===== src/verilog/scanner_pkg.sv =====
package scanner_pkg;

  // one byte on the UART or the TDC SPI link
  typedef logic [7:0] byte_t;

  // TDC measurement built from three SPI bytes
  typedef logic [23:0] tdc_result_t;

  // channel index carried in the top byte of a stored word
  typedef logic [7:0] chan_tag_t;

  // tag in bits 31:24 and measurement in bits 23:0
  typedef logic [31:0] fifo_word_t;

  // first byte of every TDC transaction
  // selects the measurement register for readout
  localparam byte_t TDC_READ_OPCODE = 8'h90;

  // bytes clocked in after the opcode
  localparam int TDC_RESULT_BYTES = 3;

  // serial bytes per tagged word
  localparam int WORD_BYTES = 4;

  // pause flag position in a command byte
  // bits below it are the channel enables
  localparam int CMD_PAUSE_BIT = 7;

endpackage

===== src/verilog/tdc_spi_master.sv =====
`timescale 1ns/1ps

module tdc_spi_master #(
  parameter int TDC_SPI_DIV = 4
) (
  input  logic               clk,
  input  logic               rst,
  input  logic               start,
  input  scanner_pkg::byte_t data_in,
  input  logic               cs_end,
  input  logic               miso,
  output scanner_pkg::byte_t data_out,
  output logic               busy,
  output logic               cs,
  output logic               sck,
  output logic               mosi
);

  localparam int DW = $clog2(TDC_SPI_DIV + 1);

  logic [DW-1:0]      div_cnt;
  logic               half_tick;
  logic [2:0]         bit_cnt;
  logic               last_byte;
  scanner_pkg::byte_t tx_shift;
  scanner_pkg::byte_t rx_shift;

  // end of one sck half period
  assign half_tick = busy && (div_cnt == DW'(TDC_SPI_DIV - 1));

  // msb out first
  // line parked low while deselected
  assign mosi = cs ? 1'b0 : tx_shift[7];

  always_ff @(posedge clk) begin
    if (rst) begin
      busy      <= 1'b0;
      cs        <= 1'b1;
      sck       <= 1'b0;
      div_cnt   <= '0;
      bit_cnt   <= '0;
      last_byte <= 1'b0;
    end else if (!busy) begin
      div_cnt <= '0;
      if (start) begin
        busy      <= 1'b1;
        // cs drops on the first byte and stays low in between
        cs        <= 1'b0;
        bit_cnt   <= '0;
        last_byte <= cs_end;
      end
    end else if (half_tick) begin
      div_cnt <= '0;
      sck     <= ~sck;
      // falling edge closes a bit
      if (sck) begin
        bit_cnt <= bit_cnt + 1'b1;
        if (bit_cnt == 3'd7) begin
          busy <= 1'b0;
          // only the byte marked with cs_end releases the TDC
          if (last_byte) cs <= 1'b1;
        end
      end
    end else begin
      div_cnt <= div_cnt + 1'b1;
    end
  end

  // sample on rising sck and shift on falling sck
  always_ff @(posedge clk) begin
    if (start && !busy) begin
      tx_shift <= data_in;
    end else if (half_tick && sck) begin
      tx_shift <= {tx_shift[6:0], 1'b0};
    end
    if (half_tick && !sck) rx_shift <= {rx_shift[6:0], miso};
    // received byte valid as busy falls
    if (half_tick && sck && bit_cnt == 3'd7) data_out <= rx_shift;
  end

endmodule


===== config.mk =====
export PLATFORM = sky130hd
export DESIGN_NAME = tdc_spi_master
export DESIGN_NICKNAME = d
export VERILOG_FILES = /design/src/verilog/scanner_pkg.sv /design/src/verilog/tdc_spi_master.sv
export SDC_FILE = /design/constraint.sdc
export NUM_CORES = 1
export LEC_CHECK = 0
export BUFFER_PORTS_ARGS = -buffer_cell sky130_fd_sc_hd__buf_2
export CORE_ASPECT_RATIO = 0.7
export CORE_MARGIN = 2
export CORE_UTILIZATION = 30
export DETAILED_ROUTE_END_ITERATION = 10
export GPL_TIMING_DRIVEN = 0
export PLACE_DENSITY_LB_ADDON = 0.2
export SLEW_MARGIN = 0
export SYNTH_ARGS = -nofsm -noshare
export SYNTH_HDL_FRONTEND = slang
export SYNTH_SLANG_ARGS = --single-unit

===== constraint.sdc =====
create_clock -name clk -period 2 [get_ports clk]
set_input_delay 0.3 -clock clk [delete_from_list [all_inputs] [get_ports clk]]
set_output_delay 0.3 -clock clk [all_outputs]
set_load 0.01 [all_outputs]

# After elaboration in Yosys (flattened, before gate mapping)
# Cells that the tools add are included.
[word_totals]
romBits = 0
word_cells = 51
mem_count = 0
latchBits = 0
mem_bits_rw = 0
inputBits = 13
out_inout_bits = 12
register_bits = 34
[classes]
mul = 0
muxes = 18
magnitude_cmp = 0
addsub = 2
div = 0
n_reduce_logical = 14
eq_ne = 6
n_bitwise = 2
shifts = 0
[ops]
columns = ["cell", "n"]
rows = [
  ["$mux W8", 2],
  ["$mux W1", 12],
  ["$mux W3", 4],
  ["$ne A2 B1 Y1 const B", 4],
  ["$add A3 B1 Y3 const B", 2],
  ["$logic_and A1 B1 Y1", 5],
  ["$reduce_and A5 Y1", 1],
  ["$reduce_and A2 Y1", 2],
  ["$reduce_bool A2 Y1", 2],
  ["$eq A3 B2 Y1 const B", 1],
  ["$eq A3 B3 Y1 const B", 1],
  ["$reduce_and A3 Y1", 1],
  ["$reduce_or A3 Y1", 1],
  ["$logic_not A1 Y1", 2],
  ["$not A1 Y1", 2],
]

# Depth between registers and ports, before layout
[depth]
word_depth = 5
mapped_depth = 5
depth_no_buf = 5

# Least setup slack after synthesis
# Ideal clock, no wire load.
[synth_path]
path_type = "flip-flop to flip-flop"
startpoint = "register div_cnt[0]"
endpoint = "register data_out[0] (enable)"
path_buffers = 0
setup_slack_ns = 0.363
required_time_ns = 1.625
path_stages_with_launch = 5
synth_period_minus_slack_ns = 1.637
setup_ns = 0.375
arrival_time_ns = 1.261
path_cell_list = "dfxtp_1 ha_1 ha_1 nand2_1 nor2_1"
[synth_via]
elab_chain_cells = 4
[synth_rtl]
columns = ["item", "line", "source"]
rows = [
  ["start, declared", "tdc_spi_master.sv:21", "logic [DW-1:0] div_cnt;"],
  ["start signal, assigned", "tdc_spi_master.sv:65", "div_cnt <= div_cnt + 1'b1;"],
  ["$eq A3 B2 Y1", "tdc_spi_master.sv:29", "assign half_tick = busy && (div_cnt == DW'(TDC_SPI_DIV - 1));"],
  ["$logic_and A1 B1 Y1", "tdc_spi_master.sv:29", ""],
  ["$logic_and A1 B1 Y1 (2 in a row)", "tdc_spi_master.sv:78", "if (half_tick && sck && bit_cnt == 3'd7) data_out <= rx_shift;"],
  ["end signal, assigned", "tdc_spi_master.sv:78", ""],
  ["end, declared", "tdc_spi_master.sv:12", "output scanner_pkg::byte_t data_out,"],
]
# Every way passes these cells.
# A chain may end at the register's enable or synchronous reset.

# Final worst setup path
[layout_path]
startpoint = "register div_cnt[0]"
endpoint = "register data_out[2] (enable)"
# Same word-level chain as after synthesis.

==> results.cfg <==
[run_status]
status = finished, final reports clean

[worst_setup_path]
critPathSlowestCell = nor2_2
critPathMostFrequentCell = ha_1
critPathMaxStageDelay_ns = 0.47
path_max_fanout = 10
critical_path_required_ns = 1.92
worstSetupPathType = register to register
cp.arrival_ns = 1.71
endpoint_kind = register
start_kind = register
path_cells = ha_1 -> ha_1 -> nand2_1 -> nor2_2

[power_and_ir_drop]
power_frac_seq = 0.590
p_switching_uw = 274
peakVddDrop_v = 0.000326
p_clk_frac = 0.360
intPower_mw = 1.04
power_leakage_nw = 0.581
swShare = 0.208
combPwrFrac = 0.049
p_per_area_mw_per_mm2 = 854

[clocking]
insertion_delay_ns = 0.28
cts_buffers = 5
cts_tree = yes
cts.clk_slew.worst_paths_ns = 0.06
clockRootBuffer = clkbuf_8
numClockSinks = 34
post_cts_buffers = 0
htree_levels = 2
clockBufferDepth = 2

[synthesis]
syn_nets = 102
syn-cell-area_mm2 = 0.00127
synth_cells = 85
synth-seq-cells = 34
ys.warnings.count = 0
synth_top_area_share = 0.568
synth_area_leaders = edfxtp_1, dfxtp_1, mux2_2
ys_types = 24
ys_seq_area_frac = 0.726
yosysTopAreaCell = edfxtp_1
synth.avg_cell_area_um2 = 14.9

[worst_hold_path]
hold_path.class = input pin to register

[placement]
placed_area_mm2 = 0.00145
gp_congestion = 0.699
port_buffers = 23
dpl.cell_count = 160
place_ws_ns = -0.0160
dpl.hpwl_um = 1450

[finish]
fin_nets = 132
drive_gt1_frac = 0.388
instances_no_fill = 168
fillers = 401
syn_to_final_growth_pct = 21.3
num_antenna_cells = 0
fin_area_mm2 = 0.00154

[global_route]
gr-usage-all-layers = 0.0956
grt_pass1_vias = 749
grt_max_degree = 12
grt_overflow_total = 0
grt_pass1_wl_um = 3340
antenna_found_initial = 0

[job]
cap_violations = 0

[timing]
final_max_slew_viol_count = 0
finClkSkew_ns = 0.00676
worst_slew_pin_slew_ns = 0.530
tns_ns = 0
setup_violations = 0
relSlewSlack = 0.646
fin_ws_ns = 0.205
period_share = 0.898
rsz0062_at_grt = false
final-hold-violation-count = 0
fmax_mhz = 557
whs_ns = 0.197
min_period_ns = 1.80

[route]
viasPerCell = 4.43
drt-total-wl_um = 2050
first_iter_violations = 46
routedWlPerCell_um = 12.2
drt_first_pass_iters = 5
drtAntennaViolNets = 0
vias = 744
drc = 0

[floorplanning]
ios = 25
coreArea_mm2 = 0.00399
die_w_um = 81.7
rows = 19
design.die.area_mm2 = 0.00477
die-height_um = 58.4
start_util = 0.318
per-stage QoR:
| stage | power (mW) | util |
|---|---|---|
| 3_5_place_dp | 0.858 | 0.363 |
| 3_3_place_gp | 0.854 | 0.363 |
| 4_1_cts | 1.33 | 0.385 |
| 5_1_grt | 1.38 | 0.385 |
| 6_report | 1.31 | 0.385 |
| 2_1_floorplan | 0.832 | - |
timing repair:
action	4_1_cts	5_1_grt
hold buffers	0	0
gates resized for setup	1	1
gates cloned	0	0
setup endpoints to repair	8	8
pin swaps	0	0
endpoints found under the hold margin	0	0
cell usage in the layout (no fill, tap or decap):
cell | synthesis | routed
inv_2 | 1 | 1
nor2b_1 | 1 | 1
nand2_1 | 7 | 7
nor3_1 | 1 | 1
nand3_1 | 4 | 4
or3b_2 | 1 | 1
clkbuf_8 | 0 | 5
buf_2 | 2 | 25
clkinv_2 | 0 | 1
nor2_2 | 0 | 2
xor2_1 | 1 | 1
inv_1 | 1 | 1
clkinv_1 | 0 | 1
mux2_2 | 7 | 7
and2_1 | 1 | 1
edfxtp_1 | 24 | 24
a221o_1 | 1 | 1
a31oi_1 | 3 | 3
and3_1 | 1 | 1
ha_1 | 4 | 4
nand4b_1 | 1 | 1
mux2i_1 | 1 | 1
nor2b_2 | 1 | 1
nor2_1 | 8 | 6
buf_6 | 1 | 1
nand4_1 | 2 | 2
clkbuf_1 | 1 | 1
dfxtp_1 | 10 | 10
clkinvlp_4 | 0 | 1
flip-flops by register name, indices dropped and copies added (netlist names):
register   cells
bit_cnt        3
busy           1
cs             1
data_out       8
div_cnt        3
last_byte      1
rx_shift       8
sck            1
tx_shift       8
cell usage after synthesis:
library cell	number
a221o_1	1
a31oi_1	3
and2_1	1
and3_1	1
buf_2	2
buf_6	1
clkbuf_1	1
dfxtp_1	10
edfxtp_1	24
ha_1	4
inv_1	1
inv_2	1
mux2_2	7
mux2i_1	1
nand2_1	7
nand3_1	4
nand4_1	2
nand4b_1	1
nor2_1	8
nor2b_1	1
nor2b_2	1
nor3_1	1
or3b_2	1
xor2_1	1
area by class of cell:
type | instances | area [µm²] | share of cell area
plain buffers | 4 | 25.0 | 0.0163
clock buffers | 5 | 68.8 | 0.0447
clock inverters | 3 | 16.3 | 0.0106
inverters | 2 | 7.51 | 0.00488
multi-input cells | 45 | 320 | 0.208
flip-flops and latches | 34 | 921 | 0.598
well taps | 52 | 65.1 | 0.0423
repair buffers | 23 | 115 | 0.0748
per-layer routing:
metal | vias up | track usage | part of all wire
li1 | 369 | - | -
met1 | 349 | 0.115 | 0.46
met2 | 22 | 0.149 | 0.45
met3 | 4 | 0.0429 | 0.077
met4 | 0 | 0.0429 | 0.0098
met5 | - | 0 | 0
worst max-delay path, delay by kind of cell, from the launching register on:
family | cells | cell delay (ns)
flip-flops | 1 | 0.34
adder cells (fa/ha/maj) | 2 | 0.46
AND/OR/NAND/NOR | 2 | 0.64
power groups by stage:
stage	sequential [mW]	combinational, mW	clock (mW)
2_1_floorplan	0.791	0.0416	0
3_3_place_gp	0.790	0.0638	0
3_5_place_dp	0.791	0.0662	0
4_1_cts	0.776	0.0665	0.491
5_1_grt	0.777	0.0732	0.530
6_report	0.776	0.0650	0.474
logic make-up (layout without fill, tap and decap cells):
kind of cell,Yosys count,in the layout,synth area share
flip-flops,34,34,0.726
AND/OR/NAND/NOR,28,28,0.109
multiplexers,8,8,0.0700
buffers and inverters,6,37,0.0256
adder cells (fa/ha/maj),4,4,0.0394
AO/OA/AOI/OAI,4,4,0.0227
XOR/XNOR,1,1,0.00690
final timing paths:
| kind | from | end | slack [ns] | cells past startpoint |
|---|---|---|---|---|
| worst max-delay path | div_cnt[0]$_SDFF_PP0_ | data_out[2]$_DFFE_PP_ | 0.20 | 4 |
| worst min-delay path | miso | rx_shift[0]$_DFFE_PP_ | 0.20 | 1 |
| worst max register to register | div_cnt[0]$_SDFF_PP0_ | data_out[2]$_DFFE_PP_ | 0.20 | 4 |
| worst min register to register | rx_shift[7]$_DFFE_PP_ | data_out[7]$_DFFE_PP_ | 0.43 | 0 |
(Power assumes the default switching activity.)
