File: src/verilog/scanner_pkg.sv
package scanner_pkg;

  // one byte on the UART or the TDC SPI link
  typedef logic [7:0] byte_t;

  // TDC measurement built from three SPI bytes
  typedef logic [23:0] tdc_result_t;

  // channel index carried in the top byte of a stored word
  typedef logic [7:0] chan_tag_t;

  // tag in bits 31:24 and measurement in bits 23:0
  typedef logic [31:0] fifo_word_t;

  // first byte of every TDC transaction
  // selects the measurement register for readout
  localparam byte_t TDC_READ_OPCODE = 8'h90;

  // bytes clocked in after the opcode
  localparam int TDC_RESULT_BYTES = 3;

  // serial bytes per tagged word
  localparam int WORD_BYTES = 4;

  // pause flag position in a command byte
  // bits below it are the channel enables
  localparam int CMD_PAUSE_BIT = 7;

endpackage
File: src/verilog/main_control.sv
`timescale 1ns/1ps

module main_control #(
  parameter int NUM_CHANNELS = 2,
  parameter int CLKS_PER_BIT = 12
) (
  input  logic                    clk,
  input  logic                    rst,
  input  logic                    serial_in,
  output logic [NUM_CHANNELS-1:0] enable,
  output logic                    pause
);

  scanner_pkg::byte_t rx_data;
  logic               rx_valid;

  uart_rx #(
    .CLKS_PER_BIT(CLKS_PER_BIT)
  ) uart_rx_i (
    .clk      (clk),
    .rst      (rst),
    .rx       (serial_in),
    .data     (rx_data),
    .new_data (rx_valid)
  );

  // command byte loads enables and pause together
  // unused enable bits below the pause flag drop out here
  always_ff @(posedge clk) begin
    if (rst) begin
      enable <= '0;
      pause  <= 1'b0;
    end else if (rx_valid) begin
      enable <= rx_data[NUM_CHANNELS-1:0];
      pause  <= rx_data[scanner_pkg::CMD_PAUSE_BIT];
    end
  end

endmodule

File: src/verilog/uart_rx.sv
`timescale 1ns/1ps

module uart_rx #(
  parameter int CLKS_PER_BIT = 12
) (
  input  logic               clk,
  input  logic               rst,
  input  logic               rx,
  output scanner_pkg::byte_t data,
  output logic               new_data
);

  localparam int CW = $clog2(CLKS_PER_BIT + 1);

  typedef enum logic [1:0] {
    RX_IDLE,
    RX_START,
    RX_DATA,
    RX_STOP
  } rx_state_t;

  rx_state_t          state;
  logic [CW-1:0]      cnt;
  logic [2:0]         bit_idx;
  logic [1:0]         rx_sync;
  logic               bit_end;
  scanner_pkg::byte_t shift;

  // last clock of a full bit period
  assign bit_end = (cnt == CW'(CLKS_PER_BIT - 1));

  // line comes in through two flops
  // idle level of the line is high
  always_ff @(posedge clk) begin
    if (rst) begin
      rx_sync <= 2'b11;
    end else begin
      rx_sync <= {rx_sync[0], rx};
    end
  end

  always_ff @(posedge clk) begin
    if (rst) begin
      state    <= RX_IDLE;
      cnt      <= '0;
      bit_idx  <= '0;
      new_data <= 1'b0;
    end else begin
      new_data <= 1'b0;
      case (state)
        RX_IDLE: begin
          cnt <= '0;
          // falling edge starts a frame
          if (!rx_sync[1]) state <= RX_START;
        end
        RX_START: begin
          // half a bit in we sit at the start bit center
          if (cnt == CW'(CLKS_PER_BIT / 2 - 1)) begin
            cnt     <= '0;
            bit_idx <= '0;
            // glitch shorter than half a bit is dropped
            state   <= rx_sync[1] ? RX_IDLE : RX_DATA;
          end else begin
            cnt <= cnt + 1'b1;
          end
        end
        RX_DATA: begin
          if (bit_end) begin
            cnt     <= '0;
            bit_idx <= bit_idx + 1'b1;
            if (bit_idx == 3'd7) state <= RX_STOP;
          end else begin
            cnt <= cnt + 1'b1;
          end
        end
        RX_STOP: begin
          if (bit_end) begin
            state    <= RX_IDLE;
            // framing error gives no strobe
            new_data <= rx_sync[1];
          end else begin
            cnt <= cnt + 1'b1;
          end
        end
        default: state <= RX_IDLE;
      endcase
    end
  end

  // lsb arrives first so shift in from the top
  always_ff @(posedge clk) begin
    if (state == RX_DATA && bit_end) shift <= {rx_sync[1], shift[7:1]};
    if (state == RX_STOP && bit_end && rx_sync[1]) data <= shift;
  end

endmodule

File: config.mk
export PLATFORM = sky130hd
export DESIGN_NAME = main_control
export DESIGN_NICKNAME = d
export VERILOG_FILES = /design/src/verilog/scanner_pkg.sv /design/src/verilog/main_control.sv /design/src/verilog/uart_rx.sv
export SDC_FILE = /design/constraint.sdc
export NUM_CORES = 1
export LEC_CHECK = 0
export BUFFER_PORTS_ARGS = -buffer_cell sky130_fd_sc_hd__buf_2
export CAP_MARGIN = 20
export CORE_MARGIN = 1
export CORE_UTILIZATION = 55
export CTS_CLUSTER_DIAMETER = 60
export CTS_CLUSTER_SIZE = 40
export DETAILED_ROUTE_END_ITERATION = 10
export PLACE_DENSITY_LB_ADDON = 0.1
export SKIP_LAST_GASP = 1
export SLEW_MARGIN = 10
export SYNTH_ARGS = -nofsm -noshare
export SYNTH_HDL_FRONTEND = slang
export SYNTH_HIERARCHICAL = 1
export SYNTH_SLANG_ARGS = --single-unit
export TNS_END_PERCENT = 1
File: constraint.sdc
create_clock -name clk -period 1.93 [get_ports clk]
set_input_delay 0.0965 -clock clk [delete_from_list [all_inputs] [get_ports clk]]
set_output_delay 0.0965 -clock clk [all_outputs]
set_load 0.02 [all_outputs]
Word-level counts from Yosys, hierarchy flattened
Cells that the tools add are included.
W data, S select, Z words.
{"block": "totals", "register_bits": 31, "wordCells": 47, "latch_bits": 0, "mem_bits_rw": 0, "mem_bits_ro": 0, "mem_count": 0}
{"block": "op_classes", "shift": 0, "div": 0, "muxes": 14, "addsub": 2, "n_eq_ne": 12, "bitwise_logic": 2, "n_lt_le_gt_ge": 0, "reduce_logical": 8, "mul": 0}
{"operator": "$pmux W4 S4", "count": 1}
{"operator": "$mux W2", "count": 6}
{"operator": "$mux W4", "count": 3}
{"operator": "$ne A2 B1 Y1 const B", "count": 4}
{"operator": "$pmux W2 S4", "count": 1}
{"operator": "$mux W3", "count": 2}
{"operator": "$pmux W3 S2", "count": 1}
{"operator": "$reduce_and A5 Y1", "count": 1}
{"operator": "$add A4 B1 Y4 const B", "count": 1}
{"operator": "$eq A2 B2 Y1 const B", "count": 2}
{"operator": "$eq A4 B3 Y1 const B", "count": 1}
{"operator": "$eq A4 B4 Y1 const B", "count": 1}
{"operator": "$ne A2 B2 Y1 const B", "count": 2}
{"operator": "$add A3 B1 Y3 const B", "count": 1}
{"operator": "$eq A3 B3 Y1 const B", "count": 1}
{"operator": "$logic_and A1 B1 Y1", "count": 3}
{"operator": "$reduce_and A3 Y1", "count": 1}
{"operator": "$reduce_or A3 Y1", "count": 1}
{"operator": "$eq A2 B1 Y1 const B", "count": 1}
{"operator": "$logic_not A2 Y1", "count": 1}
{"operator": "$not A1 Y1", "count": 2}
{"operator": "$reduce_bool A2 Y1", "count": 1}

Longest topological paths before layout
{"block": "depth", "depth_word": 4, "mapped_depth": 5, "mapped_depth_nobuf": 5}

By module
Netlist, hierarchy kept.
{"module": "uart_rx", "cells_per_inst": 78, "area_per_inst_um2": 1126.1, "instances": 1}
{"module": "main_control", "cells_per_inst": 9, "area_per_inst_um2": 101.3, "instances": 1}

Worst setup path after synthesis
OpenSTA, ideal clock, no wires.
{"block": "synth_timing", "kind": "register to register", "from": "register uart_rx_i.cnt[0]", "to": "register uart_rx_i.data[0] (enable)", "setup_time_ns": 0.312, "arrival_ns": 1.172, "required_ns": 1.618, "path_stages_with_launch": 5, "setup_slack_ns": 0.446, "synth_period_minus_slack_ns": 1.484, "path_cell_list": "dfxtp_1 ha_1 and4b_1 buf_6 and3_2"}
{"block": "synth_via", "elab_chain_cells": 3}
{"element": "start: declaration", "line": "uart_rx.sv:23", "text": "logic [CW-1:0] cnt;"}
{"element": "start signal: assignment", "line": "uart_rx.sv:64", "text": "cnt <= cnt + 1'b1;"}
{"element": "start signal: assignment", "line": "uart_rx.sv:73", "text": "cnt <= cnt + 1'b1;"}
{"element": "start signal: assignment", "line": "uart_rx.sv:82", "text": "cnt <= cnt + 1'b1;"}
{"element": "$eq A4 B4 Y1", "line": "uart_rx.sv:30", "text": "assign bit_end = (cnt == CW'(CLKS_PER_BIT - 1));"}
{"element": "$logic_and A1 B1 Y1 (2 in a row)", "line": "uart_rx.sv:93", "text": "if (state == RX_STOP && bit_end && rx_sync[1]) data <= shift;"}
{"element": "end signal: assignment", "line": "uart_rx.sv:93"}
{"element": "end: declaration", "line": "uart_rx.sv:9", "text": "output scanner_pkg::byte_t data,"}
No other way between the ends.
A chain may end at the register's enable or synchronous reset.

Worst setup path in the final report
{"block": "layout_timing", "from": "register uart_rx_i.cnt[0]", "to": "register uart_rx_i.state[0]"}
{"block": "layout_via", "elab_chain_cells": 3, "elab_cells_between_ends": 6}
{"element": "$eq A4 B4 Y1 / $eq A4 B3 Y1 (equally long branches)", "line": "uart_rx.sv:30, uart_rx.sv:58"}
{"element": "$ne A2 B1 Y1 (no source line)"}
{"element": "$reduce_and A5 Y1 (no source line) *"}
{"element": "end signal: assignment", "line": "uart_rx.sv:62", "text": "state <= rx_sync[1] ? RX_IDLE : RX_DATA;"}
{"element": "end: declaration", "line": "uart_rx.sv:22", "text": "rx_state_t state;"}
Every way passes the cells marked *; elsewhere a longest branch is shown, timed or not.

==> out/qor.tcl <==
set qor(vias_in_the_first_global_route) 575
set qor(initial_core_util_pct) 60.4
set qor(rsz0062_at_grt) {false}
set qor(count_of_boundary_i_o_pins) 6
set qor(track_usage_pct) 17.1
set qor(final_period_minus_worst_setup_slack_ns) 1.47
set qor(die_height_um) 46.3
set qor(timing.max_slew.rel_slack_pct) 77.7
set qor(area_taken_by_multi_input_logic_gates_um2) 405
set qor(place_congestion) 0.727
set qor(yosysWarningCount) 6
set qor(n_antenna_cell) 0
set qor(post_cts.resized_instances) 0
set qor(grt_first_pass_wirelength_um) 2510
set qor(final_critical_path_setup_slack_ns) 0.456
set qor(drt-pass1-iter-count) 4
set qor(numPlacedInstances) 110
set qor(tightest_slew_ns) 0.334
set qor(crit_arrival_ns) 1.72
set qor(cellPowerDensity_mw_per_mm2) 844
set qor(core.rowCount) 15
set qor(cts-buffers-inserted) 3
set qor(post_synthesis_cell_count) 82
set qor(slew_viol_final) 0
set qor(stdcell_count) 115
set qor(avgSynthCellArea_um2) 13.1
set qor(final_layout_size_suffix_gt1_share_pct) 18.9
set qor(detail_route.wl_per_cell_um) 12.8
set qor(grt.overflow.total) 0
set qor(clock-sinks) 26
set qor(port_buffers) 5
set qor(run_status) {completed}
set qor(critical_path.endpoint_type) {flip-flop}
set qor(timing.critical_path.slowest_cell_delay_ns) 0.42
set qor(detail_route.vias_per_cell) 5.31
set qor(achievable-frequency_mhz) 678
set qor(postRouteWirelength_um) 1470
set qor(grt_start_max_net_pins) 21
set qor(worst_setup_path_start_kind) {flip-flop}
set qor(clkSlewWorstSetupHoldPaths_ns) 0.14
set qor(design.final.nets) 98
set qor(die_area_mm2) 0.00214
set qor(drcViolationCount) 0
set qor(pre_cts_slack_ns) 0.490
set qor(place.detailed.hpwl_um) 1010
set qor(post-route-period-util_pct) 76.4
set qor(antenna_found_initial) 0
set qor(worst_ir_drop_vdd_uv) 588
set qor(setup_viol_count_final) 0
set qor(final.setup.tns_ns) 0
set qor(placeableCoreArea_mm2) 0.00178
set qor(clock_tree.htree_level_count) 1
set qor(cp_slowest_cell) {sky130_fd_sc_hd__dfxtp_1}
set qor(worst-path-max-fanout) 8
set qor(p_leak_nw) 0.437
set qor(number_of_inserted_filler_cells_in_the_final_layout) 140
set qor(clockBufferDepth) 2
set qor(setup_skew_after_layout_ns) 0.00448
set qor(worstHoldPathType) {input port to flip-flop}
set qor(floorplan.die.width_um) 46.3
set qor(sequential_cell_area_um2) 631
set qor(synthToLayoutAreaGrowth_pct) 8.59
set qor(cts_setup_buffers) 0
set qor(post_drt_antenna_nets) 0
set qor(hold_viol) 0
set qor(vias) 611
set qor(drv.max_cap_violation_count) 0
set qor(worst-setup-path-type) {flip-flop to flip-flop}
set qor(synthesized_cell_area_mm2) 0.00108
set qor(worstPathCellList) {ha_1 > and4b_1 > buf_4 > nand3_1 > a311oi_2}
set qor(first_iter_violations) 12
set qor(cts_root_buf) {sky130_fd_sc_hd__clkbuf_4}
set qor(clock_latency_ns) 0.32
set qor(cts_tree) {done}
set qor(critPathRequiredTime_ns) 2.17
set qor(synthesis.nets) 89
==> cell usage in the layout, fill, tap and decap left out, drive strengths merged, types with 3 or more instances in the layout <==
cell / count
buf: 6
clkbuf: 3
dfxtp: 15
edfxtp: 11
ha: 4
mux2i: 6
nand2: 3
nand2b: 4
nand3b: 4
nor2: 5
==> layout make-up <==
| class | instances | share of cell area, % |
|---|---|---|
| Inverter | 2 | 0.642 |
| Multi-Input combinational cell | 51 | 34.7 |
| Sequential cell | 26 | 53.9 |
| Tap cell | 25 | 2.67 |
| Timing Repair Buffer | 7 | 3.64 |
| Clock buffer | 3 | 1.93 |
| Clock inverter | 1 | 2.57 |
==> layer usage <==
layer	wire length [um]	GRT usage, %	part of all wire (%)
met4	25	8.82	1.7
met5	0	0	0
met3	38	3.53	2.6
met2	615	24.5	42
met1	793	24.1	54
==> registers in the layout, summed over array words and instances, names as in the netlist, named ones only <==
| register | flops |
|---|---|
| uart_rx_i/rx_sync | 2 |
| uart_rx_i/shift | 8 |
| pause | 1 |
| uart_rx_i/bit_idx | 3 |
| uart_rx_i/cnt | 4 |
| enable | 2 |
| uart_rx_i/state | 1 |
| uart_rx_i/data | 3 |
| uart_rx_i/new_data | 1 |
==> worst paths after layout <==
path / slack (ns) / endpoint / cells past startpoint / startpoint
worst max-delay path: 0.46 / uart_rx_i/state[0]$_SDFFE_PP0P_ / 5 / uart_rx_i/cnt[0]$_SDFFE_PP0P_
worst min-delay path: 0.14 / uart_rx_i/new_data$_SDFF_PP0_ / 2 / rst
worst max register to register: 0.46 / uart_rx_i/state[0]$_SDFFE_PP0P_ / 5 / uart_rx_i/cnt[0]$_SDFFE_PP0P_
worst min register to register: 0.43 / uart_rx_i/rx_sync[1]$_SDFF_PP1_ / 1 / uart_rx_i/rx_sync[0]$_SDFF_PP1_
==> metrics by stage <==
stage          power [mW]  cell area [um^2]  utilization (%)  hold slack, ns
4_1_cts             0.995              1170             65.6           0.135
6_report            0.988              1170             65.6           0.139
5_1_grt              1.01              1170             65.6           0.162
2_1_floorplan       0.627              1080                -           0.169
3_3_place_gp        0.630              1110             62.1           0.281
3_5_place_dp        0.630              1110             62.1           0.286
==> worst max-delay path, delay by kind of cell (launching register included) <==
family / cells / cell delay [ns]
adder cells (fa/ha/maj): 1 / 0.23
AND/OR/NAND/NOR: 2 / 0.36
flip-flops: 1 / 0.42
buffers and inverters: 1 / 0.18
AO/OA/AOI/OAI: 1 / 0.21
==> power by group <==
group,internal [mW],switching [mW]
Clock,0.210,0.157
Sequential,0.574,0.00916
Combinational,0.0167,0.0201
Total,0.801,0.187
==> timing repair <==
| action | in CTS | in global routing |
|---|---|---|
| hold endpoints to repair | 1 | 0 |
| hold buffers | 1 | 0 |
| endpoints found under the setup margin | 0 | 0 |
No activity file was read; power rests on OpenSTA's default activity.
