==> config.mk <==
export PLATFORM = sky130hd
export DESIGN_NAME = tdc_control
export DESIGN_NICKNAME = d
export VERILOG_FILES = /design/src/verilog/scanner_pkg.sv /design/src/verilog/tdc_control.sv
export SDC_FILE = /design/constraint.sdc
export NUM_CORES = 1
export LEC_CHECK = 0
export BUFFER_PORTS_ARGS = -buffer_cell sky130_fd_sc_hd__buf_2
export CAP_MARGIN = 20
export CORE_MARGIN = 5
export CORE_UTILIZATION = 31
export CTS_BUF_LIST = sky130_fd_sc_hd__clkbuf_8 sky130_fd_sc_hd__clkbuf_16
export CTS_CLUSTER_SIZE = 40
export DETAILED_ROUTE_END_ITERATION = 8
export GPL_ROUTABILITY_DRIVEN = 0
export GPL_TIMING_DRIVEN = 0
export PLACE_DENSITY = 0.56
export SETUP_SLACK_MARGIN = 0.3
export SYNTH_ARGS = -nofsm -noshare
export SYNTH_HDL_FRONTEND = slang
export SYNTH_SLANG_ARGS = --single-unit
==> constraint.sdc <==
create_clock -name clk -period 8.28 [get_ports clk]
set_input_delay 0.414 -clock clk [delete_from_list [all_inputs] [get_ports clk]]
set_output_delay 0.414 -clock clk [all_outputs]
set_load 0.005 [all_outputs]
==> src/verilog/scanner_pkg.sv <==
package scanner_pkg;

  // one byte on the UART or the TDC SPI link
  typedef logic [7:0] byte_t;

  // TDC measurement built from three SPI bytes
  typedef logic [23:0] tdc_result_t;

  // channel index carried in the top byte of a stored word
  typedef logic [7:0] chan_tag_t;

  // tag in bits 31:24 and measurement in bits 23:0
  typedef logic [31:0] fifo_word_t;

  // first byte of every TDC transaction
  // selects the measurement register for readout
  localparam byte_t TDC_READ_OPCODE = 8'h90;

  // bytes clocked in after the opcode
  localparam int TDC_RESULT_BYTES = 3;

  // serial bytes per tagged word
  localparam int WORD_BYTES = 4;

  // pause flag position in a command byte
  // bits below it are the channel enables
  localparam int CMD_PAUSE_BIT = 7;

endpackage
==> src/verilog/tdc_control.sv <==
`timescale 1ns/1ps

module tdc_control #(
  parameter int SHOT_DIV = 3571
) (
  input  logic                     clk,
  input  logic                     rst,
  input  logic                     enable,
  input  logic                     pause,
  input  logic                     intb,
  input  logic                     spi_busy,
  input  scanner_pkg::byte_t       spi_data_out,
  input  logic                     writing_done,
  output logic                     start_signal,
  output logic                     spi_start,
  output scanner_pkg::byte_t       spi_data_in,
  output logic                     cs_end,
  output logic                     wr_en,
  output scanner_pkg::tdc_result_t result
);

  localparam int SW = $clog2(SHOT_DIV + 1);
  localparam logic [1:0] LAST_BYTE = 2'(scanner_pkg::TDC_RESULT_BYTES);

  typedef enum logic [2:0] {
    S_IDLE,
    S_FIRE,
    S_WAIT_INT,
    S_SEND,
    S_XFER,
    S_WRITE
  } state_t;

  state_t        state;
  logic [SW-1:0] shot_cnt;
  logic          shot_wrap;
  // 0 is the opcode and 1 to 3 the result bytes
  logic [1:0]    byte_idx;
  logic [1:0]    intb_sync;

  assign shot_wrap = (shot_cnt == SW'(SHOT_DIV - 1));

  // free running shot timer
  always_ff @(posedge clk) begin
    if (rst) begin
      shot_cnt <= '0;
    end else if (shot_wrap) begin
      shot_cnt <= '0;
    end else begin
      shot_cnt <= shot_cnt + 1'b1;
    end
  end

  // interrupt from the TDC is asynchronous
  always_ff @(posedge clk) begin
    if (rst) begin
      intb_sync <= 2'b11;
    end else begin
      intb_sync <= {intb_sync[0], intb};
    end
  end

  // disable drops the channel back to idle at once
  always_ff @(posedge clk) begin
    if (rst || !enable) begin
      state    <= S_IDLE;
      byte_idx <= '0;
    end else begin
      case (state)
        // wrap while busy is skipped and not queued
        S_IDLE: if (shot_wrap && !pause) state <= S_FIRE;
        S_FIRE: state <= S_WAIT_INT;
        S_WAIT_INT: begin
          if (!intb_sync[1]) begin
            byte_idx <= '0;
            state    <= S_SEND;
          end
        end
        // start goes out only while the master is free
        S_SEND: if (!spi_busy) state <= S_XFER;
        // master raised busy on the start edge
        S_XFER: begin
          if (!spi_busy) begin
            if (byte_idx == LAST_BYTE) begin
              state <= S_WRITE;
            end else begin
              byte_idx <= byte_idx + 1'b1;
              state    <= S_SEND;
            end
          end
        end
        // result held until the FIFO takes it
        S_WRITE: if (writing_done) state <= S_IDLE;
        default: state <= S_IDLE;
      endcase
    end
  end

  // first result byte ends up most significant
  always_ff @(posedge clk) begin
    if (state == S_XFER && !spi_busy && byte_idx != 2'd0) begin
      result <= {result[15:0], spi_data_out};
    end
  end

  assign start_signal = (state == S_FIRE);
  assign spi_start    = (state == S_SEND) && !spi_busy;
  // dummy bytes clock the result out
  assign spi_data_in  = (byte_idx == 2'd0) ? scanner_pkg::TDC_READ_OPCODE : '0;
  assign cs_end       = (byte_idx == LAST_BYTE);
  assign wr_en        = (state == S_WRITE);

endmodule

==> After elaboration in Yosys (flattened, before gate mapping) <==
Cells that the tools add are included.
{ "totals": {"ff_bits": 43, "inputBits": 15, "output_inout_bits": 36, "wordCells": 47} }
{ "op_classes": {"n_eq_ne": 13, "n_reduce_logical": 15, "add_sub_neg": 2, "n_mux": 12} }
{ "op_table": {"columns": ["cell", "n"], "rows": [
  ["$mux 3", 6],
  ["$pmux 3 s6", 1],
  ["$add 12x1->12 const B", 1],
  ["$eq 12x12->1 const B", 1],
  ["$ne 2x2->1 const B", 6],
  ["$mux 8", 1],
  ["$eq 3x2->1 const B", 2],
  ["$eq 3x3->1 const B", 2],
  ["$mux 2", 3],
  ["$reduce_and 5->1", 1],
  ["$logic_and 1x1->1", 4],
  ["$pmux 2 s2", 1],
  ["$reduce_and 4->1", 1],
  ["$reduce_bool 2->1", 2],
  ["$eq 3x1->1 const B", 1],
  ["$logic_not 1->1", 3],
  ["$logic_not 3->1", 1],
  ["$add 2x1->2 const B", 1],
  ["$eq 2x2->1 const B", 1],
  ["$logic_not 2->1", 1],
  ["$reduce_or 2->1", 1],
  ["$logic_or 1x1->1", 1]
]} }

==> Longest topological paths before layout <==
Gate-level depths: netlist of the first run.
{ "logic_depth": {"depth_word": 4, "depth_mapped": 5} }

==> Least setup slack after synthesis of the first run <==
OpenSTA, ideal clock, no wires.
{ "synth_timing": {"kind": "register to register", "start": "register byte_idx[0]", "end": "register result[0] (enable)", "setup_time_ns": 0.468, "arrival_ns": 2.988, "period_less_slack_ns": 3.457, "path_stages_with_launch": 4, "path_slack_ns": 4.823, "path_buffers": 0, "path_cell_list": "dfxtp_1 -> inv_1 -> ha_1 -> nor4_1"} }
{ "synth_between": {"elab_chain_cells": 2} }
{ "synth_rtl": {"columns": ["element", "line_no", "rtl"], "rows": [
  ["start, declared", "tdc_control.sv:38", "logic [1:0] byte_idx;"],
  ["start signal, assigned", "tdc_control.sv:87", "byte_idx <= byte_idx + 1'b1;"],
  ["$reduce_bool 2->1", "tdc_control.sv:101", "if (state == S_XFER && !spi_busy && byte_idx != 2'd0) begin"],
  ["$logic_and 1x1->1", "tdc_control.sv:101", null],
  ["end signal, assigned", "tdc_control.sv:102", "result <= {result[15:0], spi_data_out};"],
  ["end, declared", "tdc_control.sv:19", "output scanner_pkg::tdc_result_t result"]
]} }
Every way passes these cells.
A chain may end at the register's enable or synchronous reset.

==> Worst setup path after layout of the first run <==
{ "layout_timing": {"start": "register byte_idx[0]", "end": "register result[7] (enable)"} }
Same word-level chain as after synthesis.

==> qor.csv, run 1 <==
metric;value;unit
complex-gate fraction of the synthesized area;7.09;%
most frequent cells in the layout;buf_2, edfxtp_1, dfxtp_1;
Worst-path clk slew;0.08;ns
global-route wire length before repair;5.44;mm
unrepaired setup endpoints after global routing;false;
H-tree level count;2;
register area share after synthesis;63.7;%
crit path launch;byte_idx[0];
1st-pass router iterations;4;
Max Freq;0.547;GHz
Rows;27;
Initial Utilization;31.6;%
Total Wirelength;3.22;mm
Worst Hold Class;in2reg;
max-slew violation count;0;
r2r startpoint;byte_idx[0];
# diodes;0;
Final period util;22.1;%
Synth Area in XOR/XNOR;2.53;%
Peak VDD IR;0.0000908;V
Worst-Skew Late Latency;0.29;ns
top_reg_cell synth;edfxtp_1;
CTS tree;built;
core region area;5470;µm²
NumNets Final;225;
PortBufs;43;
Post-DP HPWL;2.42;mm
element type at the critical path end;register;
Die Width;84.7;µm
final setup fails;0;
Root Driver;clkbuf_8;
Post-Synthesis Cell Area;1730;µm²
Die ar.;7170;µm²
Layout area overhead;25.5;%
DRT iter0 DRCs;64;
DP Worst Slack;6.43;ns
drt via density;4.43;
Synth Register Bits;43;
EDFF count, synth;24;
via count;1237;
Avg Cell Area, Syn;11.7;µm²
crit path DAT;1.84;ns
Design Power;0.000377;W
Leakage;0.819;nW
Final Hold Viols;0;
Filler cells;572;
Inserted Clock Buffers;5;
critical path fanouts, max;9;
Sink Count;43;
post-CTS sizing;0;
WHS;0.290;ns
Hold Startpoint;spi_data_out[1];
Routed Antenna Nets;0;
Period minus WS final;1.83;ns
layout cells sized above 1;33.8;%
crit path launch type;register;
post-CTS setup buffers;0;
most common cell after layout, fill and taps aside;buf_2;
Yosys cell types;38;
largest net degree at the start of global routing;15;
Pwr Density;174;nW/µm²
Simple-Gate Fraction of Synth Area;16.8;%
fin worst setup slack;6.45;ns
number of global-route vias before repair;1229;
post-synthesis mux area share;1.23;%
grt ovf;0;
Max-Cap Viols;0;
Slew HR;66.1;%
status;completed;
I/O Pins;51;
slew at the pin closest to its max-slew limit;0.507;ns
DRC violations left;0;
clk buf depth;2;
main combinational cell family by area after synthesis;simple AND/OR/NAND/NOR gates;
hold_buf cts;0;
Adder-Cell Fraction of Synth Area;2.89;%
Global Route Usage Sum;9.54;%
Clock Skew;0.00387;ns
ys async rst share;0;%
TNS Setup;0;ns
Avg WL per Cell;11.5;µm
Gate Count Post-Synth;148;
Chip Height;84.7;µm
WS Path Type;reg2reg;
synth warn;0;
initial antenna violation count;0;
Req. time, crit path;8.29;ns
[power breakdown]
part           leakage, nW  switching [W]  internal [W]
combinational        0.408     0.00000742    0.00000815
sequential           0.370     0.00000371      0.000227
clock               0.0402      0.0000719     0.0000587
total                0.819      0.0000831      0.000294
[Yosys cell counts, types with 2 or more instances]
library cell / n / area [µm²]
clkbuf_2: 2 / 10.0
nand3_1: 8 / 40.0
or2_2: 2 / 12.5
nand4_1: 4 / 25.0
nor3_1: 2 / 10.0
nand2_1: 9 / 33.8
a31oi_1: 3 / 18.8
xnor2_1: 2 / 17.5
xor2_1: 3 / 26.3
a21oi_1: 8 / 40.0
o21ai_0: 3 / 15.0
nor2_1: 16 / 60.1
edfxtp_1: 24 / 721
ha_1: 4 / 50.1
inv_1: 6 / 22.5
buf_4: 7 / 52.6
nand2b_1: 3 / 18.8
dfxtp_1: 19 / 380
or3_1: 2 / 12.5
clkbuf_1: 3 / 11.3
[layout make-up]
class	instances	area (µm²)	area share [%]
Buffer	12	73.8	3.40
Clock buffer	5	68.8	3.17
Clock inverter	3	20.0	0.922
Inverter	6	22.5	1.04
Multi-Input combinational cell	92	557	25.6
Sequential cell	43	1100	50.7
Tap cell	72	90.1	4.15
Timing Repair Buffer	46	238	11.0
[registers in the layout, indices dropped and copies added (netlist names)]
register   flops
state          3
intb_sync      2
shot_cnt      12
byte_idx       2
result        24
[critical path: stages (launching register included)]
cell and delay, ns:
dfxtp_1 0.38, inv_1 0.06, ha_1 0.22, nor4_2 0.44, buf_4 0.26, buf_4 0.19
[metal layers]
layer	vias to the layer above	share of wire [%]	track usage (%)
met3	4	7.6	3.63
met4	0	1.3	4.75
met2	43	46	15.5
li1	630	-	-
met5	-	0	0
met1	560	45	10.9
[metrics by stage]
stage,util [%],cells,cell area [µm²]
final,39.7,279,2170
after global routing,39.7,279,2170
after CTS,39.7,279,2170
after detailed placement,38.0,271,2080
after global placement,37.5,268,2050
after floorplan,-,153,1750
[worst paths after layout]
path	endpoint	slack, ns	depth (start not counted)
worst max-delay path	result[7]	6.45	5
worst min-delay path	result[1]	0.29	1
worst max register to register	result[7]	6.45	5
worst min register to register	result[21]	0.45	0
[cell families (layout without fill, tap and decap cells)]
group	Yosys count	in the layout
fa+ha+maj	4	4
buf+inv	18	72
mux	2	2
simple gates	55	55
flops	43	43
other cells	1	6
compound gates	20	20
xor+xnor	5	5
Note: power is estimated with default switching activity, not from simulation.
==> inputs of run 2 (changes only) <==
--- a/config.mk
+++ b/config.mk
@@ -5,6 +5,7 @@
 export SDC_FILE = /design/constraint.sdc
 export NUM_CORES = 1
 export LEC_CHECK = 0
+export ABC_AREA = 1
 export BUFFER_PORTS_ARGS = -buffer_cell sky130_fd_sc_hd__buf_2
 export CAP_MARGIN = 20
 export CORE_MARGIN = 5
==> constraint.sdc (replaced) <==
create_clock -name clk -period 1.7 [get_ports clk]
set_input_delay 0.085 -clock clk [delete_from_list [all_inputs] [get_ports clk]]
set_output_delay 0.085 -clock clk [all_outputs]
set_load 0.005 [all_outputs]
==> run 2 against run 1 <==
Effect of this change:
- register-to-register slack lost 6.0 ns
- via count grew 8.5%
- combinational power grew to 4.9 times the previous value
- clock power grew to 4.8 times the previous value
- wire length grew 11%
- cell count grew 15%
- worst hold slack lost 0.19 ns
- utilization grew 2.1 points
- critical path type unchanged
- largest cell class unchanged
==> qor.csv, run 2 <==
metric;value;unit;change
clock power share;34.9;%;was 34.7%
most common cell after layout, fill and taps aside;buf_2;;unchanged
synth top area cells;edfxtp_1, dfxtp_1, nand2_1;;was edfxtp_1, dfxtp_1, nor2_1
Worst Hold Class;in2reg;;unchanged
Leakage;0.999;nW;was 0.819 nW
Global Route Usage Sum;9.96;%;was 9.54%
Routed Antenna Nets;0;;unchanged
Final period util;76.0;%;was 22.1%
Psw;0.000384;W;was 0.0000831 W
Final Hold Viols;0;;unchanged
final setup fails;0;;unchanged
Peak VDD IR;0.000279;V;was 0.0000908 V
WS Path Type;reg2reg;;unchanged
TNS Setup;0;ns;unchanged
H-tree level count;2;;unchanged
Post-DP HPWL;2.57;mm;was 2.42 mm
fin worst setup slack;0.408;ns;was 6.45 ns
element type at the critical path end;register;;unchanged
most frequent cells in the layout;buf_2, nand2_1, edfxtp_1;;was buf_2, edfxtp_1, dfxtp_1
Die Width;87.0;µm;was 84.7 µm
initial antenna violation count;0;;unchanged
Gate Count Post-Synth;176;;was 148
Layout area overhead;33.2;%;was 25.5%
1st-pass router iterations;4;;unchanged
grt ovf;0;;unchanged
Chip Height;87.0;µm;was 84.7 µm
ys async rst share;0;%;unchanged
NumNets Final;265;;was 225
biggest regs;result (24), shot_cnt (12), state (3);;unchanged
area leader, netlist;edfxtp_1;;unchanged
EDFF count, synth;24;;unchanged
unrepaired setup endpoints after global routing;true;;was false
Max Freq;0.774;GHz;was 0.547 GHz
CTS tree;built;;unchanged
number of global-route vias before repair;1193;;was 1229
largest net degree at the start of global routing;15;;unchanged
Sink Count;43;;unchanged
Clock Skew;0.00355;ns;was 0.00387 ns
crit path launch type;register;;unchanged
critical path fanouts, max;12;;was 9
global-route wire length before repair;5.73;mm;was 5.44 mm
layout cells sized above 1;36.4;%;was 33.8%
Period minus WS final;1.29;ns;was 1.83 ns
Commonest cells post-synth;nand2_1, edfxtp_1, dfxtp_1;;was edfxtp_1, dfxtp_1, nor2_1
core region area;5850;µm²;was 5470 µm²
register area share after synthesis;60.0;%;was 63.7%
Synth Register Bits;43;;unchanged
# diodes;0;;unchanged
DRC violations left;0;;unchanged
Max-Cap Viols;0;;unchanged
max-slew violation count;0;;unchanged
Yosys cell types;30;;was 38
Biggest register;result;;unchanged
status;completed;;unchanged
DP Worst Slack;-0.208;ns;was 6.43 ns
Total Wirelength;3.56;mm;was 3.22 mm
Worst-Skew Late Latency;0.29;ns;about the same
DRT iter0 DRCs;27;;was 64
I/O Pins;51;;unchanged
top_reg_cell synth;edfxtp_1;;unchanged
via count;1342;;was 1237
Root Driver;clkbuf_8;;unchanged
Pwr Density;741;nW/µm²;was 174 nW/µm²
Worst-path clk slew;0.08;ns;about the same
Rows;28;;was 27
clk buf depth;2;;unchanged
top-count cell post-synth;nand2_1;;was edfxtp_1
drt via density;4.17;;was 4.43
synth warn;0;;unchanged
Die ar.;7560;µm²;was 7170 µm²
Avg WL per Cell;11.1;µm;was 11.5 µm
Initial Utilization;31.4;%;was 31.6%
Avg Cell Area, Syn;10.4;µm²;was 11.7 µm²
Inserted Clock Buffers;5;;unchanged
crit path DAT;1.30;ns;was 1.84 ns
Sw Ratio;21.2;%;was 22.0%
Post-Synthesis Cell Area;1840;µm²;was 1730 µm²
Seq pwr share;60.8;%;was 61.2%
Largest register FFs;24;;unchanged
Comb pwr share;4.2;%;was 4.1%
Req. time, crit path;1.71;ns;was 8.29 ns
Cell Int Power;0.00143;W;was 0.000294 W
Synth top area share;39.3;%;was 41.7%
Filler cells;560;;was 572
PortBufs;44;;was 43
-- run 2: cell count changes after synthesis, moves of 5 or more --
cell / before / now
nor3_1: 2 / 8
nand3_1: 8 / 13
nand2_1: 9 / 25
inv_1: 6 / 18
-- run 2: path summary, 6_finish.rpt --
| kind | from | endpoint | slack [ns] | cells after the start |
|---|---|---|---|---|
| worst min register to register | intb_sync[0] | intb_sync[1] | 0.41 | 1 |
| worst max register to register | state[0] | result[13] | 0.41 | 5 |
| worst min-delay path | enable | byte_idx[1] | 0.10 | 3 |
| worst max-delay path | state[0] | result[13] | 0.41 | 5 |
-- run 2: logic make-up (layout without fill, tap and decap cells) --
kind of cell | Yosys count | count (layout) | synth area share (%)
other cells | 1 | 6 | 0.204
compound gates | 13 | 13 | 3.95
buf+inv | 30 | 95 | 8.79
xor+xnor | 2 | 2 | 0.955
flops | 43 | 43 | 60.0
simple gates | 83 | 84 | 23.4
fa+ha+maj | 4 | 4 | 2.73
-- run 2: timing repair --
| action | CTS | global route |
|---|---|---|
| cloned | 1 | 0 |
| setup buffers | 3 | 0 |
| hold endpoints to repair | 10 | 0 |
| hold buffers | 11 | 0 |
| endpoints found under the setup margin | 24 | 15 |
| pin swaps | 2 | 1 |
| gates resized for setup | 2 | 1 |
-- run 2: layer usage --
metal / vias up / track usage, % / share of wire [%]
li1: 711 / - / -
met3: 2 / 3.03 / 7.2
met1: 595 / 12.1 / 42
met4: 0 / 3.82 / 0.70
met5: - / 0 / 0
met2: 34 / 16.5 / 50
-- run 2: final cells by class --
| cell class | instances | area, µm² | share of cell area, % |
|---|---|---|---|
| Sequential cell | 43 | 1100 | 45.1 |
| Multi-Input combinational cell | 109 | 642 | 26.3 |
| Timing Repair Buffer | 57 | 355 | 14.5 |
| Tap cell | 75 | 93.8 | 3.84 |
| Buffer | 10 | 86.3 | 3.53 |
| Inverter | 20 | 75.1 | 3.07 |
| Clock buffer | 5 | 68.8 | 2.81 |
| Clock inverter | 3 | 20.0 | 0.819 |
-- run 2: stage by stage --
stage	hold WS (ns)	total power [W]	instances	instance area, µm²	util, %
3_3_place_gp	0.262	0.00118	300	2200	37.6
6_report	0.103	0.00181	322	2440	41.8
4_1_cts	0.104	0.00184	323	2450	41.9
5_1_grt	0.128	0.00190	322	2440	41.8
3_5_place_dp	0.264	0.00118	300	2200	37.6
2_1_floorplan	0.184	0.00116	181	1880	-
-- run 2: critical path, cell delays in order (launching register included) --
cell     delay (ns)
dfxtp_1        0.31
buf_6          0.13
nor2_4         0.14
nand2_4        0.10
nor3_4         0.16
buf_12         0.16
-- run 2: power groups by stage --
stage | Combinational [W] | Sequential (W) | Clock (W)
floorplan | 0.0000346 | 0.00112 | 0
global placement | 0.0000567 | 0.00113 | 0
detailed placement | 0.0000572 | 0.00113 | 0
CTS | 0.0000785 | 0.00110 | 0.000659
global route | 0.0000871 | 0.00110 | 0.000707
finish | 0.0000769 | 0.00110 | 0.000633
